===== config.mk =====
export PLATFORM = sky130hd
export DESIGN_NAME = FreeCmdDecode
export DESIGN_NICKNAME = d
export VERILOG_FILES = /design/src/FreeCachePkg.sv /design/src/FreeCmdDecode.sv
export SDC_FILE = /design/constraint.sdc
export NUM_CORES = 1
export LEC_CHECK = 0
export ABC_AREA = 0
export BUFFER_PORTS_ARGS = -buffer_cell sky130_fd_sc_hd__buf_2
export CAP_MARGIN = 0
export CORE_MARGIN = 5
export CORE_UTILIZATION = 30
export CTS_CLUSTER_SIZE = 8
export DETAILED_ROUTE_END_ITERATION = 16
export GPL_ROUTABILITY_DRIVEN = 0
export REMOVE_ABC_BUFFERS = 1
export SLEW_MARGIN = 20
export SYNTH_ARGS = -nofsm -noshare
export SYNTH_HDL_FRONTEND = slang
export SYNTH_SLANG_ARGS = --single-unit

===== constraint.sdc =====
create_clock -name CLK -period 10.39 [get_ports CLK]
set_input_delay 1.039 -clock CLK [delete_from_list [all_inputs] [get_ports CLK]]
set_output_delay 1.039 -clock CLK [all_outputs]
set_load 0.01 [all_outputs]

===== src/FreeCachePkg.sv =====
package FreeCachePkg;

	// --------------------
	// field widths
	// --------------------

	// object or descriptor selector
	parameter int SEL_WIDTH = 24;
	// object length in bytes
	parameter int LEN_WIDTH = 32;
	// free and cached memory totals
	parameter int MEM_WIDTH = 40;

	// --------------------
	// command opcodes
	// --------------------

	typedef enum logic [3:0] {
		// table operations, run by the scan engine
		opWrite         = 4'h0,
		opClear         = 4'h1,
		opFindFreeObj   = 4'h2,
		opFindLength    = 4'h3,
		opFindFreeEntry = 4'h4,
		opFindUsedEntry = 4'h5,
		opCalcCached    = 4'h6,
		// free memory counter, handled in the result stage
		opMemNone       = 4'h7,
		opMemClear      = 4'h8,
		opMemAdd        = 4'h9,
		opMemSub        = 4'hA
	} freeOpT;

	// --------------------
	// scan engine states
	// --------------------

	typedef enum logic [1:0] {
		// waiting for start
		scIdle  = 2'd0,
		// issuing addresses, or clearing
		scRun   = 2'd1,
		// letting the last reads come back
		scDrain = 2'd2,
		// one cycle, done pulse
		scDone  = 2'd3
	} scanStateT;

endpackage


===== src/FreeCmdDecode.sv =====
`timescale 1ns/1ps

module FreeCmdDecode #(
	parameter int ADDR_WIDTH = 8
) (
	input  logic                               CLK,
	input  logic                               RESETn,
	// command port from the requester
	input  logic                               cmdReq,
	output logic                               cmdAck,
	input  FreeCachePkg::freeOpT               cmdOp,
	input  logic [ADDR_WIDTH-1:0]              cmdIndex,
	input  logic [FreeCachePkg::SEL_WIDTH-1:0] cmdSel,
	input  logic [FreeCachePkg::LEN_WIDTH-1:0] cmdLength,
	// latched command towards engine and result stage
	output logic                               start,
	output FreeCachePkg::freeOpT               op,
	output logic [ADDR_WIDTH-1:0]              index,
	output logic [FreeCachePkg::SEL_WIDTH-1:0] sel,
	output logic [FreeCachePkg::LEN_WIDTH-1:0] length,
	// completion from either engine or result stage
	input  logic                               done
);

	// handshake phases
	typedef enum logic [1:0] {
		dcIdle = 2'd0,
		dcBusy = 2'd1,
		dcAck  = 2'd2
	} decStateT;

	decStateT state;
	logic accept;

	// new request only taken from idle
	assign accept = (state == dcIdle) && cmdReq;

	// --------------------
	// handshake FSM
	// --------------------
	always_ff @(posedge CLK) begin
		if (!RESETn) begin
			state <= dcIdle;
			start <= 1'b0;
			cmdAck <= 1'b0;
		end else begin
			// start is a single cycle pulse
			start <= accept;
			case (state)
				dcIdle: begin
					if (cmdReq) begin
						state <= dcBusy;
					end
				end
				dcBusy: begin
					// ack one cycle after done
					if (done) begin
						cmdAck <= 1'b1;
						state <= dcAck;
					end
				end
				dcAck: begin
					// hold ack until the request goes away
					if (!cmdReq) begin
						cmdAck <= 1'b0;
						state <= dcIdle;
					end
				end
				default: begin
					state <= dcIdle;
				end
			endcase
		end
	end

	// command fields, stable for the whole operation
	always_ff @(posedge CLK) begin
		if (accept) begin
			op <= cmdOp;
			index <= cmdIndex;
			sel <= cmdSel;
			length <= cmdLength;
		end
	end

endmodule


==> impl_results.md, run 1 <==
* Status: finished clean
* Worst slew pin tran at 0.643 ns
* Post-Synth Adder-Cell Area at 0
* Initial drt markers at 37
* FF+latch area at 0.00212 sq mm
* CTS Sinks at 72
* Vias in the first global route at 1,486
* Crit path launch type: input port
* Detailed Route WL at 4840 um
* Worst path bufs/invs at 2
* Distinct cells, synth at 12
* CTS max path bufs at 2
* First-pass GRT wire length at 6820 um
* Register bit total from synthesis at 72
* Synth top area cells: edfxtp_1 (92%), dfxtp_1 (3.6%), nand3b_1 (0.68%)
* Maxcap violations at 0
* Max Clk Rate at 409 MHz
* Row cnt at 31
* DRT antenna net count at 0
* Worst hold-check path type: flop to flop
* Multi-input logic area at 100 sq um
* Slowest cell on the critical path: buf_4
* Crit path DAT at 2.41 ns
* PostCTS Resize Cnt at 0
* Simple-gate share of the synthesized area at 0.0322
* Place WS at 7.54 ns
* Critical-path cell list: buf_2, nand2b_1, nor2_4, buf_4
* Core area at 0.00721 sq mm
* N_diodes at 0
* Root Driver: clkbuf_8
* Synth top area share at 0.922
* Slew HR at 0.570
* Remaining Overflow, GRT at 0
* Synth area leader: edfxtp_1
* First drt pass iteration count at 4
* Die Height at 95.9 um
* Port Buffer Count at 141
* Total die area at 0.00920 sq mm
* Worst Skew at 0.00738 ns
* VDD IR max at 0.0000952 V
* Synth Area in Compound Gates at 0.00960
* Final instance area at 0.00325 sq mm
* RSZ-0062 raised after global routing: no
* Final Hold Fails at 0
* Setup Viol. Count Final at 0
* Worst skew pair latency at 0.34 ns
* Mux cell area share after synthesis at 0
* Drt via density at 4.03
* Power Density at 187 mW/mm^2
* Max Slew Vio Count at 0
* Clock buffer count from CTS at 9
* DRC at 0
* Vias post-DR at 1,379
* Mapped Avg Cell Area at 26.1 sq um
* Required time of the critical path at 10.36 ns
* Crit path largest cell delay at 0.57 ns
* Placed Area at 0.00306 sq mm
* Post-synthesis cell count at 85
* Largest family of logic cells by synthesized area: simple AND/OR/NAND/NOR gates
* Final TNS setup at 0 ns
* CTS tree: done
* Crit path max-delay family: buffers and inverters
* Synthesized cell area at 0.00221 sq mm
* Pin count of the biggest net entering global routing at 46
* Crit Path Class: input port to flop
* Dpl hpwl at 3730 um
* GRT Resource Usage Total at 0.104
* Final-stage net count at 310
* Reg clk slew, reported paths at 0.07 ns
* Ports at 142
* Worst hold margin at 0.547 ns
* Hold_buf cts at 0
* Pwr Total at 610 uW
* FILL cells at 692
* Die X at 95.9 um
* Fraction of the cycle the final worst path needs at 0.235
* Post-synthesis sequential area ratio at 0.958
* Fraction of layout cells with a size suffix above 1 at 0.663
* Post-DR wirelength/cell at 14.1 um
* Initial antenna violation count at 1
* Starting Density at 0.307
* Final setup margin at 7.95 ns
* Area growth, synth to finish at 46.9%
* Syn. warnings at 0
* H-tree levels at 3
* Synth Area in XOR/XNOR at 0
* Crit end category: flop
* Post-layout min period at 2.44 ns
* Setup Buffers After CTS at 0
* Worst Path Max Fanout at 45
* P_leak at 1.37 nW
-- through the flow --
step | utilization | std cells
2_1_floorplan | - | 85
4_1_cts | 0.451 | 342
3_5_place_dp | 0.424 | 326
6_report | 0.451 | 342
3_3_place_gp | 0.424 | 326
5_1_grt | 0.451 | 342
-- flip-flops by register name, indices dropped and copies added (netlist names) --
register / flops
length: 32
index: 8
state: 2
cmdAck: 1
op: 4
start: 1
sel: 24
-- cell usage after synthesis --
master	n
a21boi_0	1
a21oi_1	1
a21oi_2	1
dfxtp_1	4
edfxtp_1	68
nand2b_1	2
nand3b_1	2
nor2_1	2
nor2b_1	1
nor3b_1	1
nor4b_2	1
or2b_1	1
-- metal layers --
metal,vias up,track usage,share of wire
met5,-,0,0.0014
met4,2,0.0462,0.015
li1,643,-,-
met1,639,0.103,0.34
met3,10,0.0790,0.16
met2,85,0.163,0.49
-- cells in the final DEF, fill, tap and decap left out --
master	n
a21oi_1	1
dfxtp_1	4
nor4b_2	1
edfxtp_1	68
nor3b_1	1
or2b_1	1
bufinv_16	1
nor2_1	1
clkbuf_8	9
buf_4	1
nor2b_1	1
clkinv_4	1
nor2_4	1
inv_6	1
a21boi_0	1
clkinvlp_4	1
buf_2	141
clkinv_2	3
nand3b_1	2
nand2b_1	2
a21oi_2	1
-- worst min-delay path: stages, from the launching register on --
cell	delay, ns
dfxtp_1	0.34
nand3b_1	0.08
a21boi_0	0.07
-- where the power goes --
group	internal, mW	total [mW]	switching [mW]
clock network	0.111	0.212	0.101
logic	0.0227	0.0522	0.0295
registers	0.341	0.346	0.00484
-- final timing paths --
check / startpoint / to / slack (ns) / cells past startpoint
worst min register to register: state[0]$_SDFFE_PN0P_ / state[1]$_SDFFE_PN0P_ / 0.55 / 2
worst min-delay path: state[0]$_SDFFE_PN0P_ / state[1]$_SDFFE_PN0P_ / 0.55 / 2
worst max register to register: state[0]$_SDFFE_PN0P_ / length[20]$_DFFE_PP_ / 8.31 / 3
worst max-delay path: cmdReq / length[20]$_DFFE_PP_ / 7.95 / 4
-- kinds of logic (layout without fill, tap and decap cells) --
| family | Yosys count | count (layout) |
|---|---|---|
| flops | 72 | 72 |
| simple gates | 10 | 10 |
| compound gates | 3 | 3 |
| buf+inv | 0 | 158 |
-- final cells by class --
class,count,share of cell area
flip-flops and latches,72,0.652
repair buffers,142,0.219
clock buffers,9,0.0381
well taps,99,0.0381
multi-input cells,13,0.0308
clock inverters,7,0.0215
(Power assumes the default switching activity.)
==> run 2: changes to the inputs <==
==> constraint.sdc (replaced) <==
create_clock -name CLK -period 2.3 [get_ports CLK]
set_input_delay 0.23 -clock CLK [delete_from_list [all_inputs] [get_ports CLK]]
set_output_delay 0.23 -clock CLK [all_outputs]
set_load 0.01 [all_outputs]
==> impl_results.md, run 2 (synthesis gave the netlist of run 1 again) <==
* FILL cells at 672 (was 692)
* Power Density at 872 mW/mm^2 (was 187 mW/mm^2)
* Setup Viol. Count Final at 0 (unchanged)
* CTS max path bufs at 2 (unchanged)
* Ports at 142 (unchanged)
* Placed Area at 0.00307 sq mm (was 0.00306 sq mm)
* DRC at 0 (unchanged)
* Vias in the first global route at 1,445 (was 1,486)
* Final setup margin at 0.792 ns (was 7.95 ns)
* Port Buffer Count at 141 (unchanged)
* Crit path DAT at 1.48 ns (was 2.41 ns)
* Commonest non-fill, non-tap cell in the layout: buf_2 (unchanged)
* P_leak at 1.39 nW (was 1.37 nW)
* RSZ-0062 raised after global routing: no (unchanged)
* CTS Sinks at 72 (unchanged)
* Worst slew pin tran at 0.520 ns (was 0.643 ns)
* Initial drt markers at 19 (was 37)
* VDD IR max at 0.000595 V (was 0.0000952 V)
* Final TNS setup at 0 ns (unchanged)
* Total die area at 0.00920 sq mm (unchanged)
* Fraction of layout cells with a size suffix above 1 at 0.664 (was 0.663)
* DRT antenna net count at 0 (unchanged)
* PostCTS Resize Cnt at 0 (unchanged)
* Area growth, synth to finish at 48.4% (was 46.9%)
* Worst Skew at 0.00634 ns (was 0.00738 ns)
* Pin count of the biggest net entering global routing at 43 (was 46)
* Worst hold-check path type: input port to flop (was flop to flop)
* Dpl hpwl at 3690 um (was 3730 um)
* Worst skew pair latency at 0.33 ns (was 0.34 ns)
* Final-stage net count at 311 (was 310)
* H-tree levels at 3 (unchanged)
* CTS tree: done (unchanged)
* Detailed Route WL at 4740 um (was 4840 um)
* Required time of the critical path at 2.27 ns (was 10.36 ns)
* First-pass GRT wire length at 6800 um (was 6820 um)
* Crit path launch type: flop (was input port)
* Worst Path Max Fanout at 42 (was 45)
* Hold_buf cts at 0 (unchanged)
* Setup Buffers After CTS at 0 (unchanged)
* Drt via density at 3.90 (was 4.03)
* Max reg flops at 32 (unchanged)
* Top flop regs: length: 32 flops, sel: 24 flops, index: 8 flops (unchanged)
* Multi-input logic area at 100 sq um (unchanged)
* Starting Density at 0.307 (unchanged)
* Highest-count cells in the layout ignoring fill and taps: buf_2 (141), edfxtp_1 (68), clkbuf_8 (9) (unchanged)
* Placed Cells incl. Taps at 327 (was 326)
* Post-DR wirelength/cell at 13.8 um (was 14.1 um)
* Maxcap violations at 0 (unchanged)
* Final instance area at 0.00329 sq mm (was 0.00325 sq mm)
* Post-layout min period at 1.51 ns
* GRT Resource Usage Total at 0.105 (was 0.104)
* Initial antenna violation count at 1 (unchanged)
* Place WS at 0.792 ns (was 7.54 ns)
* Slew HR at 0.653 (was 0.570)
* First drt pass iteration count at 3 (was 4)
* Core area at 0.00721 sq mm (unchanged)
* Die Height at 95.9 um (unchanged)
* Crit Path Class: flop to flop (was input port to flop)
* Clock buffer count from CTS at 9 (unchanged)
* FF+latch area at 0.00212 sq mm (unchanged)
* Vias post-DR at 1,338 (was 1,379)
* Remaining Overflow, GRT at 0 (unchanged)
* N_diodes at 0 (unchanged)
* Status: finished clean (unchanged)
* Root Driver: clkbuf_8 (unchanged)
* Most flops, register: length (unchanged)
* Fraction of the cycle the final worst path needs at 0.656
* Row cnt at 31 (unchanged)
* Max Clk Rate at 663 MHz
* Non-filler cells in the finished layout at 343 (was 342)
* Pwr Total at 2.87 mW (was 610 uW)
* Max Slew Vio Count at 0 (unchanged)
* Reg clk slew, reported paths at 0.08 ns (was 0.07 ns)
* Die X at 95.9 um (unchanged)
* Crit end category: flop (unchanged)
* Final Hold Fails at 0 (unchanged)
[run 2: cell count changes in the layout (fill, tap and decap cells not counted), sizes merged]
| cell | previous run | this run |
|---|---|---|
| buf | 142 | 143 |
| bufinv | 1 | 2 |
| clkinv | 4 | 5 |
| clkinvlp | 1 | 0 |
| inv | 1 | 0 |
[run 2: layout make-up]
cell class | instances | area share
flip-flops and latches | 72 | 0.646
repair buffers | 143 | 0.219
clock buffers | 9 | 0.0377
well taps | 99 | 0.0377
multi-input cells | 13 | 0.0305
clock inverters | 7 | 0.0293
[run 2: routing by layer]
layer  vias to the layer above  track usage  routed length [um]  part of all wire
li1                        645            -                   -                 -
met3                        10       0.0727                 664              0.14
met2                        86        0.155                2250              0.47
met4                         2       0.0569                  99             0.021
met1                       595        0.111                1720              0.36
met5                         -            0                  13            0.0027
[run 2: path summary, 6_finish.rpt]
| kind | startpoint | endpoint | slack, ns | cells past startpoint |
|---|---|---|---|---|
| worst max-delay path | state[0]$_SDFFE_PN0P_ | sel[18]$_DFFE_PP_ | 0.79 | 3 |
| worst min-delay path | cmdLength[3] | length[3]$_DFFE_PP_ | 0.06 | 1 |
| worst max register to register | state[0]$_SDFFE_PN0P_ | sel[18]$_DFFE_PP_ | 0.79 | 3 |
| worst min register to register | state[0]$_SDFFE_PN0P_ | state[1]$_SDFFE_PN0P_ | 0.56 | 2 |
[run 2: critical path: stages (launching register included)]
cell and delay, ns:
dfxtp_1 0.35, nand2b_1 0.22, nor2_4 0.11, buf_4 0.45
[run 2: where the power goes]
part           leakage [nW]  internal (mW)  total (mW)  switching (mW)
Sequential            0.684           1.54        1.56          0.0209
Clock                 0.113          0.612        1.07           0.456
Combinational         0.596          0.105       0.239           0.134
[run 2: per-stage QoR]
stage / utilization / hold slack [ns]
2_1_floorplan: - / 0.329
3_3_place_gp: 0.425 / 0.407
3_5_place_dp: 0.425 / 0.408
4_1_cts: 0.456 / 0.0336
5_1_grt: 0.456 / 0.0292
6_report: 0.456 / 0.0630
