===== src/FreeCachePkg.sv =====
package FreeCachePkg;

	// --------------------
	// field widths
	// --------------------

	// object or descriptor selector
	parameter int SEL_WIDTH = 24;
	// object length in bytes
	parameter int LEN_WIDTH = 32;
	// free and cached memory totals
	parameter int MEM_WIDTH = 40;

	// --------------------
	// command opcodes
	// --------------------

	typedef enum logic [3:0] {
		// table operations, run by the scan engine
		opWrite         = 4'h0,
		opClear         = 4'h1,
		opFindFreeObj   = 4'h2,
		opFindLength    = 4'h3,
		opFindFreeEntry = 4'h4,
		opFindUsedEntry = 4'h5,
		opCalcCached    = 4'h6,
		// free memory counter, handled in the result stage
		opMemNone       = 4'h7,
		opMemClear      = 4'h8,
		opMemAdd        = 4'h9,
		opMemSub        = 4'hA
	} freeOpT;

	// --------------------
	// scan engine states
	// --------------------

	typedef enum logic [1:0] {
		// waiting for start
		scIdle  = 2'd0,
		// issuing addresses, or clearing
		scRun   = 2'd1,
		// letting the last reads come back
		scDrain = 2'd2,
		// one cycle, done pulse
		scDone  = 2'd3
	} scanStateT;

endpackage


===== src/FreeResult.sv =====
`timescale 1ns/1ps

module FreeResult #(
	parameter int ADDR_WIDTH = 8
) (
	input  logic                               CLK,
	input  logic                               RESETn,
	input  logic                               start,
	input  FreeCachePkg::freeOpT               op,
	input  logic [FreeCachePkg::LEN_WIDTH-1:0] length,
	// from the scan engine
	input  logic                               engineDone,
	input  logic                               hit,
	input  logic [ADDR_WIDTH-1:0]              hitIndex,
	input  logic [FreeCachePkg::SEL_WIDTH-1:0] hitSel,
	input  logic [FreeCachePkg::LEN_WIDTH-1:0] hitLength,
	input  logic                               sumValid,
	input  logic [FreeCachePkg::LEN_WIDTH-1:0] sumLength,
	// completion of memory opcodes
	output logic                               done,
	// visible results
	output logic                               found,
	output logic [ADDR_WIDTH-1:0]              foundIndex,
	output logic [FreeCachePkg::SEL_WIDTH-1:0] foundSel,
	output logic [FreeCachePkg::LEN_WIDTH-1:0] foundLength,
	output logic [FreeCachePkg::MEM_WIDTH-1:0] freeMem,
	output logic [FreeCachePkg::MEM_WIDTH-1:0] cachedMem
);
	import FreeCachePkg::*;

	localparam int PAD_WIDTH = MEM_WIDTH - LEN_WIDTH;
	localparam logic [MEM_WIDTH-1:0] MEM_ONE = 1;

	logic memOp;
	logic [MEM_WIDTH-1:0] lengthExt;
	logic [MEM_WIDTH-1:0] sumExt;

	// counter opcodes never reach the engine
	assign memOp = (op == opMemNone) || (op == opMemClear)
		|| (op == opMemAdd) || (op == opMemSub);
	assign lengthExt = {{PAD_WIDTH{1'b0}}, length};
	assign sumExt = {{PAD_WIDTH{1'b0}}, sumLength};

	// --------------------
	// accumulators
	// --------------------
	always_ff @(posedge CLK) begin
		if (!RESETn) begin
			done <= 1'b0;
			found <= 1'b0;
			freeMem <= '0;
			cachedMem <= '0;
		end else begin
			done <= start && memOp;
			if (engineDone) begin
				found <= hit;
			end
			// free memory counter, sub also drops one more
			if (start) begin
				case (op)
					opMemClear: freeMem <= '0;
					opMemAdd: freeMem <= freeMem + lengthExt;
					opMemSub: freeMem <= freeMem - lengthExt - MEM_ONE;
					default: freeMem <= freeMem;
				endcase
			end
			// cached total restarts with each calc pass
			if (start && (op == opCalcCached)) begin
				cachedMem <= '0;
			end else if (sumValid) begin
				cachedMem <= cachedMem + sumExt;
			end
		end
	end

	// found entry fields, same cycle as engine done
	always_ff @(posedge CLK) begin
		if (engineDone) begin
			foundIndex <= hitIndex;
			foundSel <= hitSel;
			foundLength <= hitLength;
		end
	end

endmodule


===== config.mk =====
export PLATFORM = sky130hd
export DESIGN_NAME = FreeResult
export DESIGN_NICKNAME = d
export VERILOG_FILES = /design/src/FreeCachePkg.sv /design/src/FreeResult.sv
export SDC_FILE = /design/constraint.sdc
export NUM_CORES = 1
export LEC_CHECK = 0
export ABC_AREA = 1
export BUFFER_PORTS_ARGS = -buffer_cell sky130_fd_sc_hd__clkbuf_2
export CAP_MARGIN = 15
export CORE_ASPECT_RATIO = 1.1
export CORE_MARGIN = 2
export CORE_UTILIZATION = 61
export CTS_CLUSTER_DIAMETER = 50
export DETAILED_ROUTE_END_ITERATION = 12
export GPL_TIMING_DRIVEN = 0
export PLACE_DENSITY_LB_ADDON = 0.05
export SYNTH_ARGS = -nofsm -noshare
export SYNTH_HDL_FRONTEND = slang
export SYNTH_SLANG_ARGS = --single-unit

===== constraint.sdc =====
create_clock -name CLK -period 5.5 [get_ports CLK]
set_input_delay 1.1 -clock CLK [delete_from_list [all_inputs] [get_ports CLK]]
set_output_delay 1.1 -clock CLK [all_outputs]
set_load 0.005 [all_outputs]

==> impl_metrics.yaml, run 1 <==
setup_path:
  criticalPathCategory: "in2reg"
  reg2reg_setup_slack_ns: 2.86
  worst_path_most_repeated_cell: "sky130_fd_sc_hd__nand2_1"
  crit_slowest_cell: "sky130_fd_sc_hd__ha_1"
  crit_arrival_ns: 3.34
  timing.critical_path.slowest_cell_delay_ns: 0.30
  worst_ep_required_time_ns: 5.83
  timing.reg2reg.worst_path_depth: 17
  cp_max_fo: 8
  terminus_of_the_critical_flop_to_flop_path: "freeMem[28]$_SDFFE_PN0P_"
  setup.worst_path.end_class: "flop"
  worstReg2RegStart: "freeMem[0]$_SDFFE_PN0P_"
  cp_cell_sequence: "clkbuf_2 > inv_1 > ha_1 > buf_6 > nor2_1 > nand2_1 > nor2_1 > and2_1 > nand2_1 > nand3_2 > nand2_1 > nand2_1 > nand2_1 > nand2_1 > nor2_1 > nor2_1 > nor2_1"
  timing.critical_path.max_delay_family: "simple AND/OR/NAND/NOR gates"
  critPathLaunchType: "input pin"
  worst-path-buf-inv: 3
clocking:
  cts_num_sinks: 146
  post_cts_resized: 0
  cts.reportedPaths.clkPinSlew_ns: 0.08
  tritoncts: "done"
  holdBufCountCts: 0
  htreeDepth: 4
  cts_root_buf: "sky130_fd_sc_hd__clkbuf_16"
  cts_max_path_buffers: 2
  numCtsBuffers: 17
  cts_setup_buffers: 0
  clk-insertion-delay-late_ns: 0.45
sta:
  fmax_mhz: 331.9
  clock-skew-final_ns: 0.01679
  tns_ns: 0
  fin_crit_ns: 3.013
  timing.final.crit_share_pct: 54.78
  setup_viol: 0
  rsz0062_at_grt: "no"
  max_slew_margin_pct: 34.74
  tightest_slew_ns: 0.9790
  report.final.hold_viol_count: 0
  final_number_of_max_transition_violations: 0
die:
  floorplan.io_pins: 284
  starting_utilization_of_the_core_area_pct: 62.01
  core-area_um2: 21300
  chipHeight_um: 158.3
  std_cell_rows: 56
  die_w_um: 144.3
  floorplan.die_area_um2: 22850
finish:
  fin_nets: 2706
  fin_cells: 2773
  final_layout_size_suffix_gt1_share_pct: 15.79
  fillCellCount: 1884
  area_growth_pct: 18.22
hold_path:
  hold_depth: 2
  timing.hold.worst_endpoint: "cachedMem[39]$_SDFFE_PP0P_"
  timing.hold.worst.start: "cachedMem[39]$_SDFFE_PP0P_"
  hold_path_class: "reg2reg"
pwr:
  p_comb_share_pct: 29.2
  netSwitchingFraction_pct: 38.38
  p_switching_mw: 1.351
  ir_worst_vdd_v: 0.0002239
  total_leakage_power_nw: 8.595
  power_density_nw_per_um2: 225.5
  pwr-share-clk_pct: 34.7
  seq_power_share_pct: 36.1
  power.internal_mw: 2.170
synth:
  synthArstFlopShare_pct: 0
  synthCells: 2167
  synth_seq_area_share_pct: 26.98
  flop_and_latch_count_out_of_synthesis: 146
  syn_avg_cell_area_um2: 6.095
  yosys_top_cell_area_share_pct: 16.85
  synth_flop_cell: "sky130_fd_sc_hd__dfxtp_1"
  yosys.cell_count.top_type: "sky130_fd_sc_hd__nand2_1"
  synth_edf_count: 64
  ys_top_cells_by_area: "sky130_fd_sc_hd__nand2_1, sky130_fd_sc_hd__edfxtp_1, sky130_fd_sc_hd__dfxtp_1"
  netlist.top_cell.by_area: "sky130_fd_sc_hd__nand2_1"
  synth_nets: 2404
  synth-warning-count: 0
  ys_types: 46
  netlist_area_um2: 13210
  synth.cells.most_frequent: "sky130_fd_sc_hd__nand2_1, sky130_fd_sc_hd__inv_1, sky130_fd_sc_hd__nor2_1"
global_routing:
  globalRouteOverflowTotal: 0
  grt_pass1_wl_um: 74930
  number_of_global_route_vias_before_repair: 14380
  gr-usage-all-layers_pct: 42.76
  grt_antenna_before_repair: 0
  largest_net_degree_at_the_start_of_global_routing: 35
status:
  outcome: "complete, no violations"
route:
  drt_first_iter_violations: 1900
  wl_cell_um: 17.95
  wl_um: 49760
  drc: 0
  drt_pre_antenna_iters: 6
  ant_nets: 0
  routed_via_density: 5.715
  detailroute.via_count: 15850
place:
  detailed_place_hpwl_um: 39580
  port_buffers: 282
  placed_cells_incl_taps: 2740
  gpl.final_weighted_congestion: 1.052
job:
  cap_violations: 0
## metal layers
| metal | up-vias | part of all wire (%) | global-route usage (%) |
|---|---|---|---|
| li1 | 7515 | - | - |
| met1 | 7049 | 38 | 55.44 |
| met2 | 1097 | 44 | 67.30 |
| met3 | 188 | 12 | 8.932 |
| met4 | 0 | 5.3 | 22.01 |
| met5 | - | 0 | 0 |
## power groups by stage
stage	Sequential, mW	Clock, mW	Combinational, mW
floorplan	1.29	0	0.617
detailed placement	1.29	0	0.986
finish	1.27	1.22	1.03
global route	1.28	1.26	1.13
global placement	1.29	0	0.959
CTS	1.27	1.22	0.995
## flip-flops by register name, summed over array words and instances, names as in the netlist
signal / flops
foundIndex: 8
done: 1
foundSel: 24
foundLength: 32
freeMem: 40
cachedMem: 40
found: 1
## stage by stage
stage | utilization (%) | power, mW | hold WS (ns) | area [um^2] | setup slack, ns
final | 73.31 | 3.521 | 0.4855 | 15620 | 2.487
after floorplan | - | 1.907 | 0.4631 | 13210 | 2.710
after global routing | 73.30 | 3.677 | 0.5174 | 15610 | 2.281
after global placement | 70.34 | 2.247 | 0.4572 | 14980 | 2.149
after detailed placement | 70.44 | 2.279 | 0.4676 | 15000 | 2.102
after CTS | 73.30 | 3.484 | 0.4799 | 15610 | 2.552
## cell type report
cell class	count	area, um^2	area share, %
multi-input combinational	1579	7928	50.77
sequential	146	3563	22.82
inverter	385	1445	9.254
timing repair buffer	283	1431	9.166
clock buffer	17	425.4	2.724
tap	290	362.8	2.324
buffer	57	272.8	1.747
clock inverter	15	185.2	1.186
antenna	1	2.502	0.01602
## worst min-delay path, stage by stage (launching register included)
cell                      delay, ns
sky130_fd_sc_hd__dfxtp_1       0.33
sky130_fd_sc_hd__nand2_1       0.06
sky130_fd_sc_hd__a21oi_1       0.05
## cells by family after synthesis
logic type                 Yosys count  synth area share [%]
and+or+nand+nor                   1123                 35.26
buffers and inverters              442                 13.01
AOI/OAI and AO/OA                  341                 14.15
DFF                                146                 26.98
adders and majority gates           99                 9.548
xor gates and xnor gates            16                 1.061
## how the worst max path moves through the flow
stage | from | end | slack [ns] | depth (start not counted)
after CTS | length[0] | freeMem[24]$_SDFFE_PN0P_ | 2.55 | 19
final | length[22] | freeMem[31]$_SDFFE_PN0P_ | 2.49 | 17
after floorplan | length[0] | freeMem[24]$_SDFFE_PN0P_ | 2.71 | 18
after detailed placement | length[0] | freeMem[38]$_SDFFE_PN0P_ | 2.10 | 19
after global routing | length[0] | freeMem[28]$_SDFFE_PN0P_ | 2.28 | 19
after global placement | length[0] | freeMem[24]$_SDFFE_PN0P_ | 2.15 | 19
## placed cells by master, fill, tap and decap left out, types with 3 or more instances in the layout
| cell | Yosys | final |
|---|---|---|
| sky130_fd_sc_hd__nor2_1 | 283 | 283 |
| sky130_fd_sc_hd__o21bai_1 | 15 | 15 |
| sky130_fd_sc_hd__clkbuf_2 | 6 | 288 |
| sky130_fd_sc_hd__buf_2 | 29 | 29 |
| sky130_fd_sc_hd__nand3b_1 | 5 | 5 |
| sky130_fd_sc_hd__o211ai_1 | 10 | 10 |
| sky130_fd_sc_hd__a31oi_1 | 9 | 9 |
| sky130_fd_sc_hd__o21a_1 | 12 | 12 |
| sky130_fd_sc_hd__a21o_1 | 3 | 3 |
| sky130_fd_sc_hd__clkinv_8 | 0 | 6 |
| sky130_fd_sc_hd__nor4_1 | 10 | 10 |
| sky130_fd_sc_hd__nand2_1 | 593 | 593 |
| sky130_fd_sc_hd__nand3_2 | 8 | 8 |
| sky130_fd_sc_hd__clkbuf_1 | 15 | 15 |
| sky130_fd_sc_hd__nand2_2 | 7 | 7 |
| sky130_fd_sc_hd__fa_1 | 3 | 3 |
| sky130_fd_sc_hd__o22ai_1 | 3 | 3 |
| sky130_fd_sc_hd__a21oi_2 | 5 | 5 |
| sky130_fd_sc_hd__o21ai_0 | 112 | 112 |
| sky130_fd_sc_hd__nand4_1 | 9 | 9 |
| sky130_fd_sc_hd__inv_2 | 7 | 7 |
| sky130_fd_sc_hd__o21ai_1 | 11 | 11 |
| sky130_fd_sc_hd__dfxtp_1 | 82 | 82 |
| sky130_fd_sc_hd__nor3_1 | 22 | 22 |
| sky130_fd_sc_hd__xnor2_1 | 3 | 3 |
| sky130_fd_sc_hd__nand3_1 | 167 | 167 |
| sky130_fd_sc_hd__nor3_2 | 3 | 3 |
| sky130_fd_sc_hd__o221ai_1 | 4 | 4 |
| sky130_fd_sc_hd__xor2_1 | 13 | 13 |
| sky130_fd_sc_hd__and2_1 | 4 | 4 |
| sky130_fd_sc_hd__edfxtp_1 | 64 | 64 |
| sky130_fd_sc_hd__inv_1 | 377 | 377 |
| sky130_fd_sc_hd__ha_1 | 96 | 96 |
| sky130_fd_sc_hd__inv_8 | 0 | 4 |
| sky130_fd_sc_hd__nor2_2 | 7 | 7 |
| sky130_fd_sc_hd__a21oi_1 | 152 | 152 |
| sky130_fd_sc_hd__buf_1 | 4 | 4 |
| sky130_fd_sc_hd__clkbuf_16 | 0 | 17 |
No activity file was read; power rests on OpenSTA's default activity.
==> inputs of run 2 (changes only) <==
Settings changed: CORE_UTILIZATION 61 to 57.
Clock period 5.5 ns to 2.9 ns, I/O delays scaled along.
==> run 2 against run 1 <==
Clock skew up 0.0015 ns. Die area up 6.8%. Clock power up 89%. Worst hold slack worse by 0.18 ns. Power up 89%. Utilization down 4.8 points. Sequential share of layout area about the same. Final area about the same. Sequential cell count unchanged. Via count down 2.9%. First-iteration DRC count down 14%. Final cell count up 0.29%. Critical endpoint is now freeMem[38]$_SDFFE_PN0P_. Largest cell class unchanged.
==> impl_metrics.yaml, run 2 (synthesized netlist as in run 1, its figures left out) <==
sta:
  timing.final.crit_share_pct: 92.98
  fin_crit_ns: 2.696
  timing.final.ws_setup_ns: 0.2037
  setup_viol: 0
  final_number_of_max_transition_violations: 0
  fmax_mhz: 370.9
  clock-skew-final_ns: 0.01830
  max_slew_margin_pct: 37.20
  worst_hold_slack_ns: 0.3092
  tightest_slew_ns: 0.9420
  rsz0062_at_grt: "no"
  report.final.hold_viol_count: 0
route:
  drt_first_iter_violations: 1629
  ant_nets: 0
  wl_cell_um: 17.47
  wl_um: 48580
  drc: 0
  routed_via_density: 5.535
  drt_pre_antenna_iters: 6
  detailroute.via_count: 15390
pwr:
  p_switching_mw: 2.531
  power_density_nw_per_um2: 425.8
  seq_power_share_pct: 36.3
  p_comb_share_pct: 29.0
  power.internal_mw: 4.117
  netSwitchingFraction_pct: 38.07
  total_leakage_power_nw: 8.592
  ir_worst_vdd_v: 0.0003956
  pwr-share-clk_pct: 34.7
global_routing:
  number_of_global_route_vias_before_repair: 14000
  grt_pass1_wl_um: 73910
  grt_antenna_before_repair: 0
  globalRouteOverflowTotal: 0
  gr-usage-all-layers_pct: 39.19
  largest_net_degree_at_the_start_of_global_routing: 67
clocking:
  holdBufCountCts: 0
  tritoncts: "done"
  cts_max_path_buffers: 2
  cts_setup_buffers: 0
  clk-insertion-delay-late_ns: 0.44
  numCtsBuffers: 17
  cts_root_buf: "sky130_fd_sc_hd__clkbuf_16"
  cts.reportedPaths.clkPinSlew_ns: 0.08
  htreeDepth: 4
  post_cts_resized: 0
  cts_num_sinks: 146
job:
  cap_violations: 0
finish:
  finalCoreUtilization_pct: 68.51
  fin_nets: 2705
  area_growth_pct: 18.19
  largestRegisters: "cachedMem (40), freeMem (40), foundLength (32)"
  final_cell_mix: "sky130_fd_sc_hd__nand2_1, sky130_fd_sc_hd__inv_1, sky130_fd_sc_hd__clkbuf_2"
  final_design_area_no_fill_um2: 15610
  antenna-diode-count: 0
  final_layout_size_suffix_gt1_share_pct: 15.84
  final_common_cell: "sky130_fd_sc_hd__nand2_1"
die:
  chipHeight_um: 163.7
  floorplan.die_area_um2: 24410
  die_w_um: 149.1
  floorplan.io_pins: 284
  std_cell_rows: 58
  core-area_um2: 22790
  starting_utilization_of_the_core_area_pct: 57.97
setup_path:
  crit_arrival_ns: 3.03
  critPathLaunchType: "flop"
  cp_cell_sequence: "ha_2 > inv_1 > fa_1 > inv_1 > nand3_1 > nand3_1 > nand2_1 > nand2_1 > nand2_1 > nand3_2 > nand2_1 > nand2_1 > nand2_1 > nand3_1 > nand3_1 > nand2_1 > inv_1"
  criticalPathCategory: "reg2reg"
  timing.critical_path.slowest_cell_delay_ns: 0.43
  worst_path_most_repeated_cell: "sky130_fd_sc_hd__nand2_1"
  crit_slowest_cell: "sky130_fd_sc_hd__dfxtp_1"
  setup.worst_path.end_class: "flop"
  cp_max_fo: 4
  worst_ep_required_time_ns: 3.23
place:
  placement.setup.worst_slack_ns: -0.1100
  gpl.final_weighted_congestion: 1.037
  detailed_place_hpwl_um: 39230
  port_buffers: 282
  dpl-instance-area_um2: 15000
status:
  outcome: "complete, no violations"
hold_path:
  hold_path_class: "in2reg"
-- run 2: power by group through the flow --
stage          sequential [mW]  combinational, mW  clock [mW]
6_report                  2.41               1.93        2.31
4_1_cts                   2.41               1.87        2.32
3_3_place_gp              2.45               1.83           0
5_1_grt                   2.43               2.13        2.41
3_5_place_dp              2.46               1.86           0
2_1_floorplan             2.45               1.17           0
-- run 2: through the flow --
step,setup TNS (ns),instances,total power [mW]
6_report,0,2781,6.648
5_1_grt,0,2781,6.967
2_1_floorplan,0,2167,3.617
3_3_place_gp,-0.03734,2749,4.277
4_1_cts,0,2781,6.605
3_5_place_dp,-0.1100,2749,4.319
-- run 2: worst max-delay path, delay by kind of cell (launching register included) --
kind / cells / cell delay (ns)
DFF: 1 / 0.43
and+or+nand+nor: 12 / 1.35
buffers and inverters: 3 / 0.21
adders and majority gates: 2 / 0.61
-- run 2: per-layer routing --
metal / wire, um / GRT usage [%] / share of wire [%] / vias to the layer above
met4: 2285 / 18.83 / 4.7 / 0
met5: 0 / 0 / 0 / -
li1: - / - / - / 7493
met2: 22010 / 63.24 / 45 / 823
met3: 4820 / 7.486 / 9.9 / 141
met1: 19470 / 50.43 / 40 / 6937
-- run 2: layout make-up --
type / count / area, um^2
buffer: 57 / 272.8
tap: 300 / 375.4
sequential: 146 / 3563
multi-input combinational: 1579 / 7935
timing repair buffer: 282 / 1414
clock inverter: 15 / 180.2
clock buffer: 17 / 425.4
inverter: 385 / 1445
fill: 2134 / 7176
-- run 2: path summary, 6_finish.rpt --
path | from | endpoint | slack, ns | cells after the start
setup / recovery | freeMem[0]$_SDFFE_PN0P_ | freeMem[38]$_SDFFE_PN0P_ | 0.20 | 17
hold / removal | hitIndex[5] | foundIndex[5]$_DFFE_PP_ | 0.31 | 1
setup reg to reg | freeMem[0]$_SDFFE_PN0P_ | freeMem[38]$_SDFFE_PN0P_ | 0.20 | 17
hold reg to reg | cachedMem[39]$_SDFFE_PP0P_ | cachedMem[39]$_SDFFE_PP0P_ | 0.48 | 2
